**src/uart_pkg.sv**
```systemverilog
/* uart package.
   line rate, frame layout and the received word type. */
package uart_pkg;

  // line timing.
  localparam int unsigned CLK_FREQ   = 50_000_000;  // hz.
  localparam int unsigned BAUD       = 115_200;
  localparam int unsigned OVERSAMPLE = 16;          // ticks per bit.

  // rounded clock cycles per oversample tick.
  localparam int unsigned CLKS_PER_TICK =
    (CLK_FREQ + (BAUD * OVERSAMPLE) / 2) / (BAUD * OVERSAMPLE);
  localparam int unsigned TICK_DIV_W = $clog2(CLKS_PER_TICK + 1);

  localparam int unsigned FIFO_DEPTH = 4;

  // 8n1 frame.
  localparam int unsigned DATA_BITS  = 8;
  localparam int unsigned FRAME_BITS = DATA_BITS + 2;  // start, data, stop.
  localparam logic        START_BIT  = 1'b0;
  localparam logic        STOP_BIT   = 1'b1;

  // counter widths.
  localparam int unsigned TICK_W = $clog2(OVERSAMPLE);
  localparam int unsigned BIT_W  = $clog2(FRAME_BITS);
  localparam int unsigned DBIT_W = $clog2(DATA_BITS);

  // byte as received, with its stop bit check.
  typedef struct packed {
    logic                 frame_err;
    logic [DATA_BITS-1:0] data;
  } rx_word_t;

endpackage

```
**src/uart_ctrl.sv**
```systemverilog
/* uart control.
   tick divider, transmit dispatch from the queue, receive push and overrun. */
`timescale 1ns/1ps

module uart_ctrl import uart_pkg::*; (
  input  logic                 clk_i,
  input  logic                 rst_ni,
  output logic                 tick_o,
  input  logic                 txq_valid_i,
  input  logic [DATA_BITS-1:0] txq_byte_i,
  output logic                 txq_pop_o,
  input  logic                 tx_busy_i,
  output logic                 tx_start_o,
  output logic [DATA_BITS-1:0] tx_byte_o,
  input  logic                 rx_done_i,
  input  rx_word_t             rx_word_i,
  input  logic                 rxq_ready_i,
  output logic                 rxq_push_o,
  output rx_word_t             rxq_word_o,
  output logic                 overrun_o
);

  logic [TICK_DIV_W-1:0] div_cnt_q;
  logic                  start_q;  // popped byte on its way to the shifter.
  logic [DATA_BITS-1:0]  byte_q;
  logic                  overrun_q;

  // oversample tick.
  assign tick_o = (div_cnt_q == TICK_DIV_W'(CLKS_PER_TICK - 1));

  always_ff @(posedge clk_i) begin
    if (!rst_ni) begin
      div_cnt_q <= '0;
    end else if (tick_o) begin
      div_cnt_q <= '0;
    end else begin
      div_cnt_q <= div_cnt_q + TICK_DIV_W'(1);
    end
  end

  // no second pop while the first byte is still in flight.
  assign txq_pop_o = txq_valid_i && !tx_busy_i && !start_q;

  always_ff @(posedge clk_i) begin
    if (!rst_ni) begin
      start_q <= 1'b0;
    end else begin
      start_q <= txq_pop_o;
    end
  end

  always_ff @(posedge clk_i) begin
    if (txq_pop_o) begin
      byte_q <= txq_byte_i;
    end
  end

  assign tx_start_o = start_q;
  assign tx_byte_o  = byte_q;

  // push if there is room, else drop and flag.
  assign rxq_push_o = rx_done_i && rxq_ready_i;
  assign rxq_word_o = rx_word_i;

  always_ff @(posedge clk_i) begin
    if (!rst_ni) begin
      overrun_q <= 1'b0;
    end else begin
      overrun_q <= rx_done_i && !rxq_ready_i;
    end
  end

  assign overrun_o = overrun_q;

  a_start_idle: assert property (@(posedge clk_i) disable iff (!rst_ni)
    !(tx_start_o && tx_busy_i))
    else $error("uart_ctrl: tx_start while transmitter busy");

endmodule

```
**src/uart_fifo.sv**
```systemverilog
/* uart fifo.
   circular buffer of any payload type with valid/ready on both sides. */
`timescale 1ns/1ps

module uart_fifo #(
  parameter type         T     = logic [7:0],
  parameter int unsigned DEPTH = 4
) (
  input  logic clk_i,
  input  logic rst_ni,
  input  logic in_valid_i,
  input  T     in_data_i,
  output logic in_ready_o,
  output logic out_valid_o,
  output T     out_data_o,
  input  logic out_ready_i
);

  localparam int unsigned AW = (DEPTH > 1) ? $clog2(DEPTH) : 1;
  localparam int unsigned CW = $clog2(DEPTH + 1);

  T              mem_q [DEPTH];
  logic [AW-1:0] wr_ptr_q;
  logic [AW-1:0] rd_ptr_q;
  logic [CW-1:0] count_q;
  logic          push;
  logic          pop;

  function automatic logic [AW-1:0] next_ptr(input logic [AW-1:0] ptr);
    return (ptr == AW'(DEPTH - 1)) ? '0 : ptr + AW'(1);
  endfunction

  assign out_valid_o = (count_q != '0);
  // full but popping this cycle still takes a word.
  assign in_ready_o  = (count_q != CW'(DEPTH)) || out_ready_i;
  assign push        = in_valid_i && in_ready_o;
  assign pop         = out_valid_o && out_ready_i;
  assign out_data_o  = mem_q[rd_ptr_q];

  always_ff @(posedge clk_i) begin
    if (push) begin
      mem_q[wr_ptr_q] <= in_data_i;
    end
  end

  always_ff @(posedge clk_i) begin
    if (!rst_ni) begin
      wr_ptr_q <= '0;
      rd_ptr_q <= '0;
      count_q  <= '0;
    end else begin
      if (push) wr_ptr_q <= next_ptr(wr_ptr_q);
      if (pop) rd_ptr_q <= next_ptr(rd_ptr_q);
      case ({push, pop})
        2'b10:   count_q <= count_q + CW'(1);
        2'b01:   count_q <= count_q - CW'(1);
        default: count_q <= count_q;  // idle or push and pop.
      endcase
    end
  end

  a_no_overflow: assert property (@(posedge clk_i) disable iff (!rst_ni)
    count_q <= CW'(DEPTH))
    else $error("uart_fifo: count above depth");

  // an empty fifo can only grow by one.
  a_no_underflow: assert property (@(posedge clk_i) disable iff (!rst_ni)
    (count_q == '0) |=> (count_q <= CW'(1)))
    else $error("uart_fifo: count underflow");

endmodule

```
**src/uart_rx.sv**
```systemverilog
/* uart receiver.
   finds the start bit, samples each bit at mid-bit and checks the stop bit. */
`timescale 1ns/1ps

module uart_rx import uart_pkg::*; (
  input  logic     clk_i,
  input  logic     rst_ni,
  input  logic     tick_i,
  input  logic     rx_i,
  output logic     done_o,
  output rx_word_t word_o
);

  typedef enum logic [1:0] {
    RX_IDLE,
    RX_START,
    RX_DATA,
    RX_STOP
  } rx_state_e;

  rx_state_e            state_q;
  logic [1:0]           sync_q;
  logic [TICK_W-1:0]    tick_cnt_q;
  logic [DBIT_W-1:0]    bit_cnt_q;
  logic [DATA_BITS-1:0] data_q;
  rx_word_t             word_q;
  logic                 done_q;
  logic                 rx_s;
  logic                 half_pt;
  logic                 full_pt;

  assign rx_s    = sync_q[1];
  assign half_pt = (tick_cnt_q == TICK_W'(OVERSAMPLE / 2 - 1));
  assign full_pt = (tick_cnt_q == TICK_W'(OVERSAMPLE - 1));

  // two flop synchronizer, idles high.
  always_ff @(posedge clk_i) begin
    if (!rst_ni) begin
      sync_q <= 2'b11;
    end else begin
      sync_q <= {sync_q[0], rx_i};
    end
  end

  always_ff @(posedge clk_i) begin
    if (!rst_ni) begin
      state_q    <= RX_IDLE;
      tick_cnt_q <= '0;
      bit_cnt_q  <= '0;
      done_q     <= 1'b0;
    end else begin
      done_q <= 1'b0;
      if (tick_i) begin
        case (state_q)
          RX_IDLE: begin
            if (!rx_s) begin
              state_q    <= RX_START;
              tick_cnt_q <= '0;
            end
          end
          RX_START: begin
            if (half_pt) begin
              tick_cnt_q <= '0;
              bit_cnt_q  <= '0;
              state_q    <= rx_s ? RX_IDLE : RX_DATA;  // high again is a glitch.
            end else begin
              tick_cnt_q <= tick_cnt_q + TICK_W'(1);
            end
          end
          RX_DATA: begin
            if (full_pt) begin
              tick_cnt_q <= '0;
              if (bit_cnt_q == DBIT_W'(DATA_BITS - 1)) begin
                state_q <= RX_STOP;
              end else begin
                bit_cnt_q <= bit_cnt_q + DBIT_W'(1);
              end
            end else begin
              tick_cnt_q <= tick_cnt_q + TICK_W'(1);
            end
          end
          RX_STOP: begin
            if (full_pt) begin
              tick_cnt_q <= '0;
              state_q    <= RX_IDLE;
              done_q     <= 1'b1;
            end else begin
              tick_cnt_q <= tick_cnt_q + TICK_W'(1);
            end
          end
          default: state_q <= RX_IDLE;
        endcase
      end
    end
  end

  // lsb arrives first.
  always_ff @(posedge clk_i) begin
    if (tick_i && full_pt) begin
      if (state_q == RX_DATA) begin
        data_q <= {rx_s, data_q[DATA_BITS-1:1]};
      end
      if (state_q == RX_STOP) begin
        word_q.data      <= data_q;
        word_q.frame_err <= (rx_s != STOP_BIT);
      end
    end
  end

  assign done_o = done_q;
  assign word_o = word_q;

  a_done_pulse: assert property (@(posedge clk_i) disable iff (!rst_ni)
    done_o |=> !done_o)
    else $error("uart_rx: done held longer than one cycle");

endmodule

```
**src/uart_top.sv**
```systemverilog
/* uart top level.
   fifo buffered 8n1 transmitter and receiver with valid/ready ports. */
`timescale 1ns/1ps

module uart_top import uart_pkg::*; (
  input  logic                 clk_i,
  input  logic                 rst_ni,
  input  logic                 tx_valid_i,
  input  logic [DATA_BITS-1:0] tx_data_i,
  output logic                 tx_ready_o,
  output logic                 rx_valid_o,
  output logic [DATA_BITS-1:0] rx_data_o,
  output logic                 rx_frame_err_o,
  input  logic                 rx_ready_i,
  output logic                 tx_o,
  input  logic                 rx_i,
  output logic                 overrun_o
);

  logic                 tick;
  logic                 txq_valid;
  logic [DATA_BITS-1:0] txq_byte;
  logic                 txq_pop;
  logic                 tx_busy;
  logic                 tx_start;
  logic [DATA_BITS-1:0] tx_byte;
  logic                 rx_done;
  rx_word_t             rx_word;
  logic                 rxq_ready;
  logic                 rxq_push;
  rx_word_t             rxq_word;
  rx_word_t             rxq_out;

  uart_fifo #(
    .T     (logic [DATA_BITS-1:0]),
    .DEPTH (FIFO_DEPTH)
  ) u_tx_fifo (
    .clk_i       (clk_i),
    .rst_ni      (rst_ni),
    .in_valid_i  (tx_valid_i),
    .in_data_i   (tx_data_i),
    .in_ready_o  (tx_ready_o),
    .out_valid_o (txq_valid),
    .out_data_o  (txq_byte),
    .out_ready_i (txq_pop)
  );

  uart_ctrl u_ctrl (
    .clk_i       (clk_i),
    .rst_ni      (rst_ni),
    .tick_o      (tick),
    .txq_valid_i (txq_valid),
    .txq_byte_i  (txq_byte),
    .txq_pop_o   (txq_pop),
    .tx_busy_i   (tx_busy),
    .tx_start_o  (tx_start),
    .tx_byte_o   (tx_byte),
    .rx_done_i   (rx_done),
    .rx_word_i   (rx_word),
    .rxq_ready_i (rxq_ready),
    .rxq_push_o  (rxq_push),
    .rxq_word_o  (rxq_word),
    .overrun_o   (overrun_o)
  );

  uart_tx u_tx (
    .clk_i   (clk_i),
    .rst_ni  (rst_ni),
    .tick_i  (tick),
    .start_i (tx_start),
    .byte_i  (tx_byte),
    .busy_o  (tx_busy),
    .tx_o    (tx_o)
  );

  uart_rx u_rx (
    .clk_i  (clk_i),
    .rst_ni (rst_ni),
    .tick_i (tick),
    .rx_i   (rx_i),
    .done_o (rx_done),
    .word_o (rx_word)
  );

  uart_fifo #(
    .T     (rx_word_t),
    .DEPTH (FIFO_DEPTH)
  ) u_rx_fifo (
    .clk_i       (clk_i),
    .rst_ni      (rst_ni),
    .in_valid_i  (rxq_push),
    .in_data_i   (rxq_word),
    .in_ready_o  (rxq_ready),
    .out_valid_o (rx_valid_o),
    .out_data_o  (rxq_out),
    .out_ready_i (rx_ready_i)
  );

  assign rx_data_o      = rxq_out.data;
  assign rx_frame_err_o = rxq_out.frame_err;

endmodule

```
**src/uart_tx.sv**
```systemverilog
/* uart transmitter.
   shifts one byte out as an 8n1 frame, one bit per oversample period. */
`timescale 1ns/1ps

module uart_tx import uart_pkg::*; (
  input  logic                 clk_i,
  input  logic                 rst_ni,
  input  logic                 tick_i,
  input  logic                 start_i,
  input  logic [DATA_BITS-1:0] byte_i,
  output logic                 busy_o,
  output logic                 tx_o
);

  logic [FRAME_BITS-1:0] shift_q;
  logic [TICK_W-1:0]     tick_cnt_q;
  logic [BIT_W-1:0]      bit_cnt_q;
  logic                  busy_q;
  logic                  armed_q;  // frame loaded, waiting for a tick.
  logic                  tx_q;
  logic                  load;
  logic                  bit_end;
  logic                  advance;

  assign load    = start_i && !busy_q;
  assign bit_end = (tick_cnt_q == TICK_W'(OVERSAMPLE - 1));
  assign advance = busy_q && tick_i && (armed_q || bit_end);

  always_ff @(posedge clk_i) begin
    if (load) begin
      shift_q <= {STOP_BIT, byte_i, START_BIT};
    end else if (advance) begin
      shift_q <= {1'b1, shift_q[FRAME_BITS-1:1]};
    end
  end

  always_ff @(posedge clk_i) begin
    if (!rst_ni) begin
      busy_q     <= 1'b0;
      armed_q    <= 1'b0;
      tx_q       <= 1'b1;
      tick_cnt_q <= '0;
      bit_cnt_q  <= '0;
    end else if (load) begin
      busy_q  <= 1'b1;
      armed_q <= 1'b1;
    end else if (busy_q && tick_i) begin
      if (advance) begin
        tick_cnt_q <= '0;
        armed_q    <= 1'b0;
        if (armed_q) begin
          bit_cnt_q <= '0;
          tx_q      <= shift_q[0];  // start bit.
        end else if (bit_cnt_q == BIT_W'(FRAME_BITS - 1)) begin
          busy_q <= 1'b0;
          tx_q   <= STOP_BIT;  // back to idle mark.
        end else begin
          bit_cnt_q <= bit_cnt_q + BIT_W'(1);
          tx_q      <= shift_q[0];
        end
      end else begin
        tick_cnt_q <= tick_cnt_q + TICK_W'(1);
      end
    end
  end

  assign busy_o = busy_q;
  assign tx_o   = tx_q;

  a_no_start_busy: assert property (@(posedge clk_i) disable iff (!rst_ni)
    start_i |-> !busy_o)
    else $error("uart_tx: start while busy");

endmodule

```
**config.mk**
```make
export PLATFORM = sky130hd
export DESIGN_NAME = uart_top
export DESIGN_NICKNAME = d
export VERILOG_FILES = /design/src/uart_pkg.sv /design/src/uart_ctrl.sv /design/src/uart_fifo.sv /design/src/uart_rx.sv /design/src/uart_top.sv /design/src/uart_tx.sv
export SDC_FILE = /design/constraint.sdc
export NUM_CORES = 1
export LEC_CHECK = 0
export BUFFER_PORTS_ARGS = -buffer_cell sky130_fd_sc_hd__clkbuf_2
export CORE_MARGIN = 8
export CORE_UTILIZATION = 30
export DETAILED_ROUTE_END_ITERATION = 16
export HOLD_SLACK_MARGIN = 0.06
export PLACE_DENSITY = 0.48
export RECOVER_POWER = 50
export SETUP_SLACK_MARGIN = 0.4
export SLEW_MARGIN = 20
export SYNTH_ARGS = -nofsm -noshare
export SYNTH_HDL_FRONTEND = slang
export SYNTH_SLANG_ARGS = --single-unit
export TNS_END_PERCENT = 100
```
**constraint.sdc**
```tcl
create_clock -name clk_i -period 4.5 [get_ports clk_i]
set_clock_uncertainty 0.05 [all_clocks]
set_input_delay 0.675 -clock clk_i [delete_from_list [all_inputs] [get_ports clk_i]]
set_output_delay 0.675 -clock clk_i [all_outputs]
set_load 0.1 [all_outputs]
```
After elaboration in Yosys (flattened, before gate mapping) --
Memory sizes are Yosys's and may differ from the RTL's. A register that Yosys moved wholly into a read port is not among the register bits. Index checks and enable logic that the tools add are counted.
Cells by class: add/sub/neg operators 13, eq/ne operators 27, mux-type cells 43, bitwise logic cells 3, reduce and logical (&&, ||, !) cells 40
Operators by type and width (number):
- $mux 2 | 12
- $mux 4 | 6
- $mux 9 | 2
- $pmux 3 s2 | 3
- $eq 2x2->1 const B | 8
- $mux 1 | 15
- $add 4x1->4 const B | 3
- $eq 4x4->1 const B | 3
- $logic_and 1x1->1 | 12
- $pmux 4 s3 | 1
- $reduce_bool 2->1 | 6
- $ne 2x1->1 const B | 5
- $reduce_and 2->1 | 5
- $add 3x1->3 const B | 3
- $mux 3 | 3
- $add 2x1->2 const B | 4
- $pmux 2 s4 | 1
- $reduce_and 4->1 | 2
- $eq 2x1->1 const B | 3
- $ne 2x2->1 const B | 3
- $ne 3x3->1 const B | 2
- $reduce_and 3->1 | 2
- $reduce_and 6->1 | 1
- $reduce_bool 3->1 | 2
- other kinds (11) | 19
Word-level totals: flip-flop bits (word level) 70, RAM bits 68, bits of input ports 13, output and inout port bits 13, memories kept 2
Memories:
- u_rx_fifo.mem_q | words 4, bits a word 9, read ports 1, clocked after memory_dff 1, write ports 1, line uart_fifo.sv:22 | T mem_q [DEPTH];
- u_tx_fifo.mem_q | words 4, bits a word 8, read ports 1, clocked after memory_dff 1, write ports 1, line uart_fifo.sv:22

Longest topological paths before layout --
Gate-level depths: netlist of the first run.
word-level depth 7, mapped depth 10, mapped depth without buffers 9

Modules after synthesis --
A second synthesis of the first run with hierarchy kept.
Second synthesis, totals: cell total of the unflattened synthesis 421, area, all modules 6160.9 µm²
By module, submodules not included:
- uart_fifo (u_rx_fifo) | instances 1, cells each 103, area an instance 1785.5 µm²
- uart_fifo (u_tx_fifo) | instances 1, cells each 98, area an instance 1642.8 µm²
- uart_rx | instances 1, cells each 86, area an instance 1146.1 µm²
- uart_tx | instances 1, cells each 88, area an instance 937.1 µm²
- uart_ctrl | instances 1, cells each 46, area an instance 649.4 µm²

Worst setup path after synthesis of the first run --
No wires, ideal clock.
kind register -> register, start point register u_rx_fifo.count_q[0], end point register u_rx_fifo.count_q[2], data arrival time 2.617 ns, data required time 4.374 ns, slack 1.758 ns, cell stages (with the launch flop) 10, buffers on the path 0, period minus slack after synthesis 2.742 ns, path through dfxtp_1 > or3_1 > nand2_1 > inv_1 > ha_1 > inv_1 > fa_1 > xor2_1 > or3_1 > a21boi_0
On the way: elaborated cells between the ends (all ways) 12
RTL lines:
- start, declared | line uart_fifo.sv:25 | logic [CW-1:0] count_q;
- start signal, assigned | line uart_fifo.sv:55 | 2'b10: count_q <= count_q + CW'(1);
- start signal, assigned | line uart_fifo.sv:56 | 2'b01: count_q <= count_q - CW'(1);
- start signal, assigned | line uart_fifo.sv:57 | default: count_q <= count_q;
- $reduce_bool 3->1 (*) | line uart_fifo.sv:33 | assign out_valid_o = (count_q != '0);
- named net rx_valid_o | line uart_top.sv:11 | output logic rx_valid_o,
- $logic_and 1x1->1 (*) | line uart_fifo.sv:37 | assign pop = out_valid_o && out_ready_i;
- named net u_rx_fifo.pop | line uart_fifo.sv:27 | logic pop;
- $eq 2x1->1 or $eq 2x2->1 (tied branches) | line uart_fifo.sv:54 | case ({push, pop})
- $pmux 3 s2 or $reduce_bool 2->1 (tied branches)
Mark *: on every way through the listed nets, which the timed path passes. The rest lies on a longest branch. A chain may end at the register's enable or synchronous reset.

==> results of run 1 <==
## layout make-up
cell class              count  area, sq um
clock inverters            15          194
fillers                  1883        12600
repair buffers             25          114
clock buffers              17          425
multi-input cells         229         1850
inverters                  20         75.1
well taps                 265          332
flip-flops and latches    148         3970
## state kept, by name (all words and copies together) (netlist names), 4 cells and up, named ones only
| name | flops |
|---|---|
| u_rx_fifo.mem_q | 36 |
| u_tx_fifo.mem_q | 32 |
| u_rx.word_o | 9 |
| u_tx.shift_q | 9 |
| u_ctrl.tx_byte_o | 8 |
| u_rx.data_q | 8 |
| u_ctrl.div_cnt_q | 5 |
| u_rx.tick_cnt_q | 4 |
| u_tx.bit_cnt_q | 4 |
| u_tx.tick_cnt_q | 4 |
## through the flow
stage | cell area, sq um | hold slack [ns] | worst slack (ns)
after global routing | 6970 | 0.370 | 1.52
after global placement | 6360 | 0.347 | 1.76
after CTS | 6980 | 0.362 | 1.57
after floorplan | 5970 | 0.336 | 1.76
after detailed placement | 6360 | 0.352 | 1.63
final | 6970 | 0.363 | 1.65
## power groups by stage
| stage | clock [mW] | combinational (mW) | sequential, mW |
|---|---|---|---|
| after detailed placement | 0 | 0.335 | 1.71 |
| after global routing | 1.57 | 0.371 | 1.69 |
| after global placement | 0 | 0.324 | 1.70 |
| final | 1.47 | 0.327 | 1.67 |
| after floorplan | 0 | 0.295 | 1.66 |
| after CTS | 1.52 | 0.336 | 1.68 |
## worst max-delay path, stage by stage, from the launching register on
cell	delay, ns
sky130_fd_sc_hd__dfxtp_1	0.72
sky130_fd_sc_hd__mux4_2	0.59
sky130_fd_sc_hd__clkbuf_2	0.39
## cell usage after synthesis, drive strengths merged, types with 4 or more instances
cell / number / share of area [%]
and2: 15 / 1.6
mux2i: 7 / 1.2
nand3: 12 / 1.0
dfxtp: 47 / 16
a21boi: 14 / 1.8
a31oi: 4 / 0.42
a22o: 7 / 1.0
or2: 4 / 0.42
nor2: 21 / 1.3
mux4: 17 / 6.4
nor2b: 14 / 1.5
clkbuf: 7 / 0.44
or3: 5 / 0.52
nand2: 30 / 1.9
xnor2: 4 / 0.59
inv: 20 / 1.3
edfxtp: 101 / 51
o21ai: 11 / 0.92
ha: 20 / 4.2
nand2b: 5 / 0.52
buf: 8 / 0.67
## kinds of logic (layout without fill, tap and decap cells)
group	Yosys count	after routing	share of synthesized area, %
xor gates and xnor gates	7	7	1.03
and+or+nand+nor	124	124	11.4
AOI/OAI and AO/OA	52	52	6.18
adders and majority gates	22	22	4.86
buffers and inverters	35	77	2.37
DFF	148	148	66.6
muxes	24	24	7.59
## cells in the final DEF, fill, tap and decap left out, types with 2 or more instances in the layout
cell / n
sky130_fd_sc_hd__edfxtp_1: 101
sky130_fd_sc_hd__dfxtp_1: 47
sky130_fd_sc_hd__nand2_1: 30
sky130_fd_sc_hd__nor2_1: 21
sky130_fd_sc_hd__inv_1: 20
sky130_fd_sc_hd__ha_1: 20
sky130_fd_sc_hd__mux4_2: 17
sky130_fd_sc_hd__clkbuf_16: 17
sky130_fd_sc_hd__clkbuf_2: 16
sky130_fd_sc_hd__nor2b_1: 14
sky130_fd_sc_hd__a21boi_0: 14
sky130_fd_sc_hd__and2_1: 13
sky130_fd_sc_hd__nand3_1: 12
sky130_fd_sc_hd__o21ai_0: 11
sky130_fd_sc_hd__clkbuf_1: 9
sky130_fd_sc_hd__a22o_1: 7
sky130_fd_sc_hd__mux2i_1: 7
sky130_fd_sc_hd__or3_1: 5
sky130_fd_sc_hd__nand2b_1: 5
sky130_fd_sc_hd__inv_6: 5
sky130_fd_sc_hd__a31oi_1: 4
sky130_fd_sc_hd__xnor2_1: 4
sky130_fd_sc_hd__or2_2: 3
sky130_fd_sc_hd__a21oi_1: 3
sky130_fd_sc_hd__xor2_1: 3
sky130_fd_sc_hd__nand3b_1: 3
sky130_fd_sc_hd__clkinv_4: 3
sky130_fd_sc_hd__bufinv_16: 3
sky130_fd_sc_hd__clkinvlp_4: 3
sky130_fd_sc_hd__nor3_1: 2
sky130_fd_sc_hd__and2_0: 2
sky130_fd_sc_hd__a21o_1: 2
sky130_fd_sc_hd__a22oi_1: 2
sky130_fd_sc_hd__fa_1: 2
## per-layer routing
layer  up-vias  GRT usage, %
met2        42          13.8
met4         0          4.08
met5         -             0
met1      1570          9.86
li1       1583             -
met3        11          3.13
## final timing paths
path         slack [ns]            from              endpoint  cells past startpoint
max                1.65       flip-flop          rx_data_o[7]                      2
min reg2reg        0.36  u_rx.sync_q[0]        u_rx.sync_q[1]                      1
max reg2reg        1.92     u_tx.busy_o  u_tx_fifo.count_q[2]                      9
min                0.36  u_rx.sync_q[0]        u_rx.sync_q[1]                      1
==> report_table.html, run 1 <==
<table>
<tr><th>Metric</th><th>Value</th></tr>
<tr><th colspan="2">Status</th></tr>
<tr><td>Outcome</td><td>complete, but fails checks</td></tr>
<tr><td>Violations in the final reports</td><td>max-capacitance violations, max-slew violations</td></tr>
<tr><th colspan="2">Floorplan</th></tr>
<tr><td>Number of cell rows</td><td>51</td></tr>
<tr><td>Starting utilization of the core area</td><td>30.6%</td></tr>
<tr><td>Die Footprint</td><td>24,700 sq um</td></tr>
<tr><td>Die width</td><td>157 um</td></tr>
<tr><td>Height of the die</td><td>157 um</td></tr>
<tr><td>I/O pin cnt</td><td>26</td></tr>
<tr><td>Core outline area</td><td>19,500 sq um</td></tr>
<tr><th colspan="2">Logic synthesis</th></tr>
<tr><td>Count of flip-flops with a built-in enable after synthesis</td><td>101</td></tr>
<tr><td>Yosys reg bits</td><td>148</td></tr>
<tr><td>Top_reg_cell synth</td><td>sky130_fd_sc_hd__edfxtp_1</td></tr>
<tr><td>Average instance area after synthesis</td><td>14.5 sq um</td></tr>
<tr><td>Syn Inst Count</td><td>412</td></tr>
<tr><td>Count of unique library cells instantiated by Yosys</td><td>53</td></tr>
<tr><td>Cell area after synthesis</td><td>5970 sq um</td></tr>
<tr><td>Number of synthesis warnings</td><td>0</td></tr>
<tr><td>Share of the yosys chip area belonging to registers</td><td>66.6%</td></tr>
<tr><td>Nets in the synthesized netlist</td><td>447</td></tr>
<tr><td>Async set or reset register ratio after synthesis</td><td>0%</td></tr>
<tr><th colspan="2">STA</th></tr>
<tr><td>Crit path time final</td><td>2.85 ns</td></tr>
<tr><td>Max Clk Rate</td><td>351 MHz</td></tr>
<tr><td>Share of the cycle needed by the critical path after routing</td><td>63.2%</td></tr>
<tr><td>Slew at the pin with the worst max-slew slack</td><td>1.77 ns</td></tr>
<tr><td>Relative slew slack</td><td>-18.1%</td></tr>
<tr><td>Fin. max-slew vios</td><td>46</td></tr>
<tr><td>Sum of negative setup slack</td><td>0 ns</td></tr>
<tr><td>Number of endpoints with negative hold slack in the final report</td><td>0</td></tr>
<tr><td>Final setup violation count</td><td>0</td></tr>
<tr><td>Setup repair after global routing missed its margin</td><td>false</td></tr>
<tr><th colspan="2">Clock network</th></tr>
<tr><td>Library cell used as clock root buffer</td><td>sky130_fd_sc_hd__clkbuf_16</td></tr>
<tr><td>Clk Latency, worst-skew pair</td><td>0.42 ns</td></tr>
<tr><td>CTS Hold Bufs</td><td>0</td></tr>
<tr><td>Maximum number of buffers from clock root to sink</td><td>2</td></tr>
<tr><td>Clock tree from TritonCTS</td><td>built</td></tr>
<tr><td>PostCTS Resize Cnt</td><td>0</td></tr>
<tr><td>Post-CTS Setup Repair Bufs</td><td>0</td></tr>
<tr><td>H-Tree Depth</td><td>4</td></tr>
<tr><td>CTS Buf Count</td><td>17</td></tr>
<tr><td>Clock sink count</td><td>148</td></tr>
<tr><td>Clock-pin transition on the worst setup and hold timing paths</td><td>0.06 ns</td></tr>
<tr><th colspan="2">Pwr</th></tr>
<tr><td>Power density over the cells</td><td>498 nW/um^2</td></tr>
<tr><td>Fraction of power spent switching nets</td><td>24.3%</td></tr>
<tr><td>Comb power frac</td><td>9.4%</td></tr>
<tr><td>Worst IR Drop VDD</td><td>0.290 mV</td></tr>
<tr><td>Cell-internal power</td><td>2.63 mW</td></tr>
<tr><td>Leak pwr</td><td>2.37 nW</td></tr>
<tr><td>Sequential share of power</td><td>48.2%</td></tr>
<tr><td>Clock share of power</td><td>42.4%</td></tr>
<tr><td>Net load switching power</td><td>845 uW</td></tr>
<tr><td>Overall power after layout</td><td>3.47 mW</td></tr>
<tr><th colspan="2">Worst setup path</th></tr>
<tr><td>Startpoint types</td><td>flip-flop</td></tr>
<tr><td>Worst endpoint required time</td><td>3.77 ns</td></tr>
<tr><td>Maximum fanout along the worst path</td><td>9</td></tr>
<tr><td>Critical Path Sink Type</td><td>output pin</td></tr>
<tr><td>Data arrival time of the critical path</td><td>2.12 ns</td></tr>
<tr><td>Crit path kind</td><td>flip-flop to output pin</td></tr>
<tr><th colspan="2">Routing</th></tr>
<tr><td>Pre-Repair DR Iteration Count</td><td>4</td></tr>
<tr><td>Drt drc</td><td>0</td></tr>
<tr><td>Mean number of vias per cell</td><td>4.46</td></tr>
<tr><td>Detailed route wirelength on metal2</td><td>4660 um</td></tr>
<tr><td>Routed metal-1 wirelength</td><td>4440 um</td></tr>
<tr><td>Wire per inst</td><td>13.4 um</td></tr>
<tr><td>Iteration-0 DRC Markers</td><td>109</td></tr>
<tr><td>Count of vias placed by the detailed router</td><td>3,206</td></tr>
<tr><td>Post-DRT Antenna Nets</td><td>0</td></tr>
<tr><td>Routed wl met3</td><td>380 um</td></tr>
<tr><td>DR top layer</td><td>met4</td></tr>
<tr><td>Drt total wl</td><td>9630 um</td></tr>
<tr><th colspan="2">GRT</th></tr>
<tr><td>Antenna violations before repair</td><td>0</td></tr>
<tr><td>Vias in the first global route</td><td>3,238</td></tr>
<tr><td>Overflow left after global routing</td><td>0</td></tr>
<tr><td>Wire length of the first global-routing pass</td><td>16,300 um</td></tr>
<tr><td>Global Route Usage Sum</td><td>8.52%</td></tr>
<tr><td>Largest net degree at the start of global routing</td><td>46</td></tr>
<tr><th colspan="2">Job</th></tr>
<tr><td># Max-Cap Violations</td><td>1</td></tr>
<tr><th colspan="2">Place</th></tr>
<tr><td>Final weighted congestion in routability-driven placement</td><td>0.706</td></tr>
<tr><td>Inst Count DP</td><td>687</td></tr>
<tr><td>Post-detail-place hpwl</td><td>6360 um</td></tr>
<tr><td>IO Port Bufs</td><td>25</td></tr>
<tr><th colspan="2">Cells and area</th></tr>
<tr><td>N_diodes</td><td>0</td></tr>
<tr><td>Area Growth Syn to Fin</td><td>16.7%</td></tr>
<tr><td>Share of the core filled with cells in the final layout</td><td>35.7%</td></tr>
<tr><td>Fraction of layout instances using a drive strength above 1</td><td>15.6%</td></tr>
<tr><td>Post-route non-filler standard cell count</td><td>719</td></tr>
<tr><td>Final layout net count</td><td>476</td></tr>
<tr><th colspan="2">Hold path</th></tr>
<tr><td>Hold Path Class</td><td>flip-flop to flip-flop</td></tr>
</table>
Note: power is estimated with default switching activity, not from simulation.
==> run 2, diff against run 1 <==
Clock period 4.5 ns to 2.69 ns, I/O delays scaled along.
==> report_table.html, run 2 (synthesis results as in run 1) <==
<table>
<tr><th>Metric</th><th>Value</th></tr>
<tr><th colspan="2">Status</th></tr>
<tr><td>Outcome</td><td>finished, final reports clean</td></tr>
<tr><th colspan="2">Floorplan</th></tr>
<tr><td>Die width</td><td>157 um</td></tr>
<tr><td>Starting utilization of the core area</td><td>30.6%</td></tr>
<tr><td>I/O pin cnt</td><td>26</td></tr>
<tr><td>Number of cell rows</td><td>51</td></tr>
<tr><td>Die Footprint</td><td>24,700 sq um</td></tr>
<tr><td>Core outline area</td><td>19,500 sq um</td></tr>
<tr><td>Height of the die</td><td>157 um</td></tr>
<tr><th colspan="2">Worst setup path</th></tr>
<tr><td>Worst endpoint required time</td><td>2.98 ns</td></tr>
<tr><td>Worst path buffer plus inverter count</td><td>1</td></tr>
<tr><td>Crit path kind</td><td>flip-flop to flip-flop</td></tr>
<tr><td>Startpoint types</td><td>flip-flop</td></tr>
<tr><td>Cell-by-cell trace of the critical path</td><td>or2_4, nor2_2, ha_1, inv_1, fa_1, xor2_1, or3_1, a21boi_0</td></tr>
<tr><td>Maximum fanout along the worst path</td><td>6</td></tr>
<tr><td>Critical Path Sink Type</td><td>flip-flop</td></tr>
<tr><td>Cell class contributing the biggest share of worst-path delay</td><td>simple AND/OR/NAND/NOR gates</td></tr>
<tr><td>Largest stage delay on the critical path</td><td>0.39 ns</td></tr>
<tr><td>Data arrival time of the critical path</td><td>2.49 ns</td></tr>
<tr><td>Slowest-stage cell, CP</td><td>sky130_fd_sc_hd__fa_1</td></tr>
<tr><th colspan="2">Routing</th></tr>
<tr><td>Count of vias placed by the detailed router</td><td>3,200</td></tr>
<tr><td>Routed metal-1 wirelength</td><td>4340 um</td></tr>
<tr><td>Iteration-0 DRC Markers</td><td>126</td></tr>
<tr><td>Drt total wl</td><td>9570 um</td></tr>
<tr><td>Routed wl met3</td><td>397 um</td></tr>
<tr><td>Mean number of vias per cell</td><td>4.40</td></tr>
<tr><td>Drt drc</td><td>0</td></tr>
<tr><td>Post-DRT Antenna Nets</td><td>0</td></tr>
<tr><td>DR top layer</td><td>met4</td></tr>
<tr><td>Detailed route wirelength on metal2</td><td>4720 um</td></tr>
<tr><td>Wire per inst</td><td>13.2 um</td></tr>
<tr><td>Pre-Repair DR Iteration Count</td><td>4</td></tr>
<tr><th colspan="2">Place</th></tr>
<tr><td>Post-detail-place hpwl</td><td>6510 um</td></tr>
<tr><td>IO Port Bufs</td><td>25</td></tr>
<tr><td>Pre-CTS worst setup slack</td><td>0.234 ns</td></tr>
<tr><td>Final weighted congestion in routability-driven placement</td><td>0.724</td></tr>
<tr><td>Inst Count DP</td><td>694</td></tr>
<tr><th colspan="2">Cells and area</th></tr>
<tr><td>Filler cells</td><td>1,885</td></tr>
<tr><td>Registers with the most flip-flops</td><td>u_rx_fifo.mem_q x36, u_tx_fifo.mem_q x32</td></tr>
<tr><td>Area Growth Syn to Fin</td><td>17.3%</td></tr>
<tr><td>Largest register by flop count</td><td>u_rx_fifo.mem_q</td></tr>
<tr><td>Multi-input gate area in the final layout</td><td>1890 sq um</td></tr>
<tr><td>N_diodes</td><td>0</td></tr>
<tr><td>FF+latch area</td><td>3970 sq um</td></tr>
<tr><td>Most frequent cells in the layout</td><td>sky130_fd_sc_hd__edfxtp_1 (101), sky130_fd_sc_hd__dfxtp_1 (47), sky130_fd_sc_hd__nand2_1 (30), sky130_fd_sc_hd__inv_1 (20), sky130_fd_sc_hd__nor2_1 (20)</td></tr>
<tr><td>Fraction of layout instances using a drive strength above 1</td><td>17.5%</td></tr>
<tr><td>Most frequent standard cell in the layout excluding fill and tap cells</td><td>sky130_fd_sc_hd__edfxtp_1</td></tr>
<tr><td>Flip-flop count of the largest register after layout</td><td>36</td></tr>
<tr><td>Post-route non-filler standard cell count</td><td>727</td></tr>
<tr><td>Final layout net count</td><td>484</td></tr>
<tr><td>Share of the core filled with cells in the final layout</td><td>35.8%</td></tr>
<tr><th colspan="2">Pwr</th></tr>
<tr><td>Sequential share of power</td><td>50.5%</td></tr>
<tr><td>Worst IR Drop VDD</td><td>0.494 mV</td></tr>
<tr><td>Leak pwr</td><td>2.38 nW</td></tr>
<tr><td>Cell-internal power</td><td>4.14 mW</td></tr>
<tr><td>Comb power frac</td><td>10.4%</td></tr>
<tr><td>Fraction of power spent switching nets</td><td>25.3%</td></tr>
<tr><td>Clock share of power</td><td>39.1%</td></tr>
<tr><td>Overall power after layout</td><td>5.54 mW</td></tr>
<tr><td>Power density over the cells</td><td>792 nW/um^2</td></tr>
<tr><td>Net load switching power</td><td>1.40 mW</td></tr>
<tr><th colspan="2">Clock network</th></tr>
<tr><td>Maximum number of buffers from clock root to sink</td><td>2</td></tr>
<tr><td>CTS Hold Bufs</td><td>0</td></tr>
<tr><td>Clock tree from TritonCTS</td><td>built</td></tr>
<tr><td>Clock sink count</td><td>148</td></tr>
<tr><td>Clk Latency, worst-skew pair</td><td>0.42 ns</td></tr>
<tr><td>Library cell used as clock root buffer</td><td>sky130_fd_sc_hd__clkbuf_16</td></tr>
<tr><td>CTS Buf Count</td><td>17</td></tr>
<tr><td>H-Tree Depth</td><td>4</td></tr>
<tr><td>Clock-pin transition on the worst setup and hold timing paths</td><td>0.06 ns</td></tr>
<tr><th colspan="2">STA</th></tr>
<tr><td>Sum of negative setup slack</td><td>0 ns</td></tr>
<tr><td>Number of endpoints with negative hold slack in the final report</td><td>0</td></tr>
<tr><td>Final worst-path setup slack</td><td>0.492 ns</td></tr>
<tr><td>Relative slew slack</td><td>22.0%</td></tr>
<tr><td>Final setup violation count</td><td>0</td></tr>
<tr><td>Setup repair after global routing missed its margin</td><td>false</td></tr>
<tr><td>Fin. max-slew vios</td><td>0</td></tr>
<tr><td>Crit path time final</td><td>2.20 ns</td></tr>
<tr><td>Share of the cycle needed by the critical path after routing</td><td>81.7%</td></tr>
<tr><td>Max Clk Rate</td><td>455 MHz</td></tr>
<tr><td>Slew at the pin with the worst max-slew slack</td><td>1.17 ns</td></tr>
<tr><th colspan="2">GRT</th></tr>
<tr><td>Vias in the first global route</td><td>3,324</td></tr>
<tr><td>Global Route Usage Sum</td><td>8.47%</td></tr>
<tr><td>Largest net degree at the start of global routing</td><td>31</td></tr>
<tr><td>Overflow left after global routing</td><td>0</td></tr>
<tr><td>Wire length of the first global-routing pass</td><td>16,200 um</td></tr>
<tr><td>Antenna violations before repair</td><td>0</td></tr>
<tr><th colspan="2">Job</th></tr>
<tr><td># Max-Cap Violations</td><td>0</td></tr>
<tr><th colspan="2">Hold path</th></tr>
<tr><td>Hold Path Class</td><td>input port to flip-flop</td></tr>
</table>
==> run 2: worst register-to-register path, delay by kind of cell (launching register included) <==
family	cells	cell delay [ns]
adder cells (fa/ha/maj)	2	0.59
buffers and inverters	1	0.06
AO/OA/AOI/OAI	1	0.16
AND/OR/NAND/NOR	3	0.74
XOR/XNOR	1	0.16
flip-flops	1	0.37
==> run 2: layer usage <==
metal | vias to the layer above | global-route usage [%]
li1 | 1595 | -
met1 | 1562 | 9.47
met2 | 35 | 14.5
met3 | 8 | 3.26
met4 | 0 | 2.99
met5 | - | 0
==> run 2: area by class of cell <==
type	instances	share of cell area [%]
repair buffers	33	2.63
clock buffers	17	6.08
multi-input cells	229	26.9
clock inverters	15	1.77
flip-flops and latches	148	56.8
well taps	265	4.74
inverters	20	1.07
==> run 2: path summary, 6_finish.rpt <==
path	from	end	slack [ns]	cells past startpoint
setup / recovery	u_tx.busy_o	u_tx_fifo.count_q[2]	0.49	8
hold reg to reg	u_rx.sync_q[0]	u_rx.sync_q[1]	0.36	1
hold / removal	rx_i	u_rx.sync_q[0]	0.11	2
setup reg to reg	u_tx.busy_o	u_tx_fifo.count_q[2]	0.49	8
==> run 2: power groups by stage <==
stage	Combinational, mW	Sequential, mW	Clock, mW
after floorplan	0.493	2.77	0
after global placement	0.562	2.85	0
after detailed placement	0.574	2.85	0
after CTS	0.582	2.80	2.24
after global routing	0.659	2.83	2.32
final	0.579	2.80	2.17
==> run 2: per-stage QoR <==
stage / hold slack, ns / area (sq um)
3_3_place_gp: 0.349 / 6420
3_5_place_dp: 0.352 / 6420
6_report: 0.112 / 7000
4_1_cts: 0.0933 / 7010
2_1_floorplan: 0.336 / 5980
5_1_grt: 0.0918 / 7000
==> run 2: what timing repair did <==
item,CTS,global route
setup buffers,0,1
resized for setup,12,16
setup endpoints to repair,10,11
pin swaps,1,1
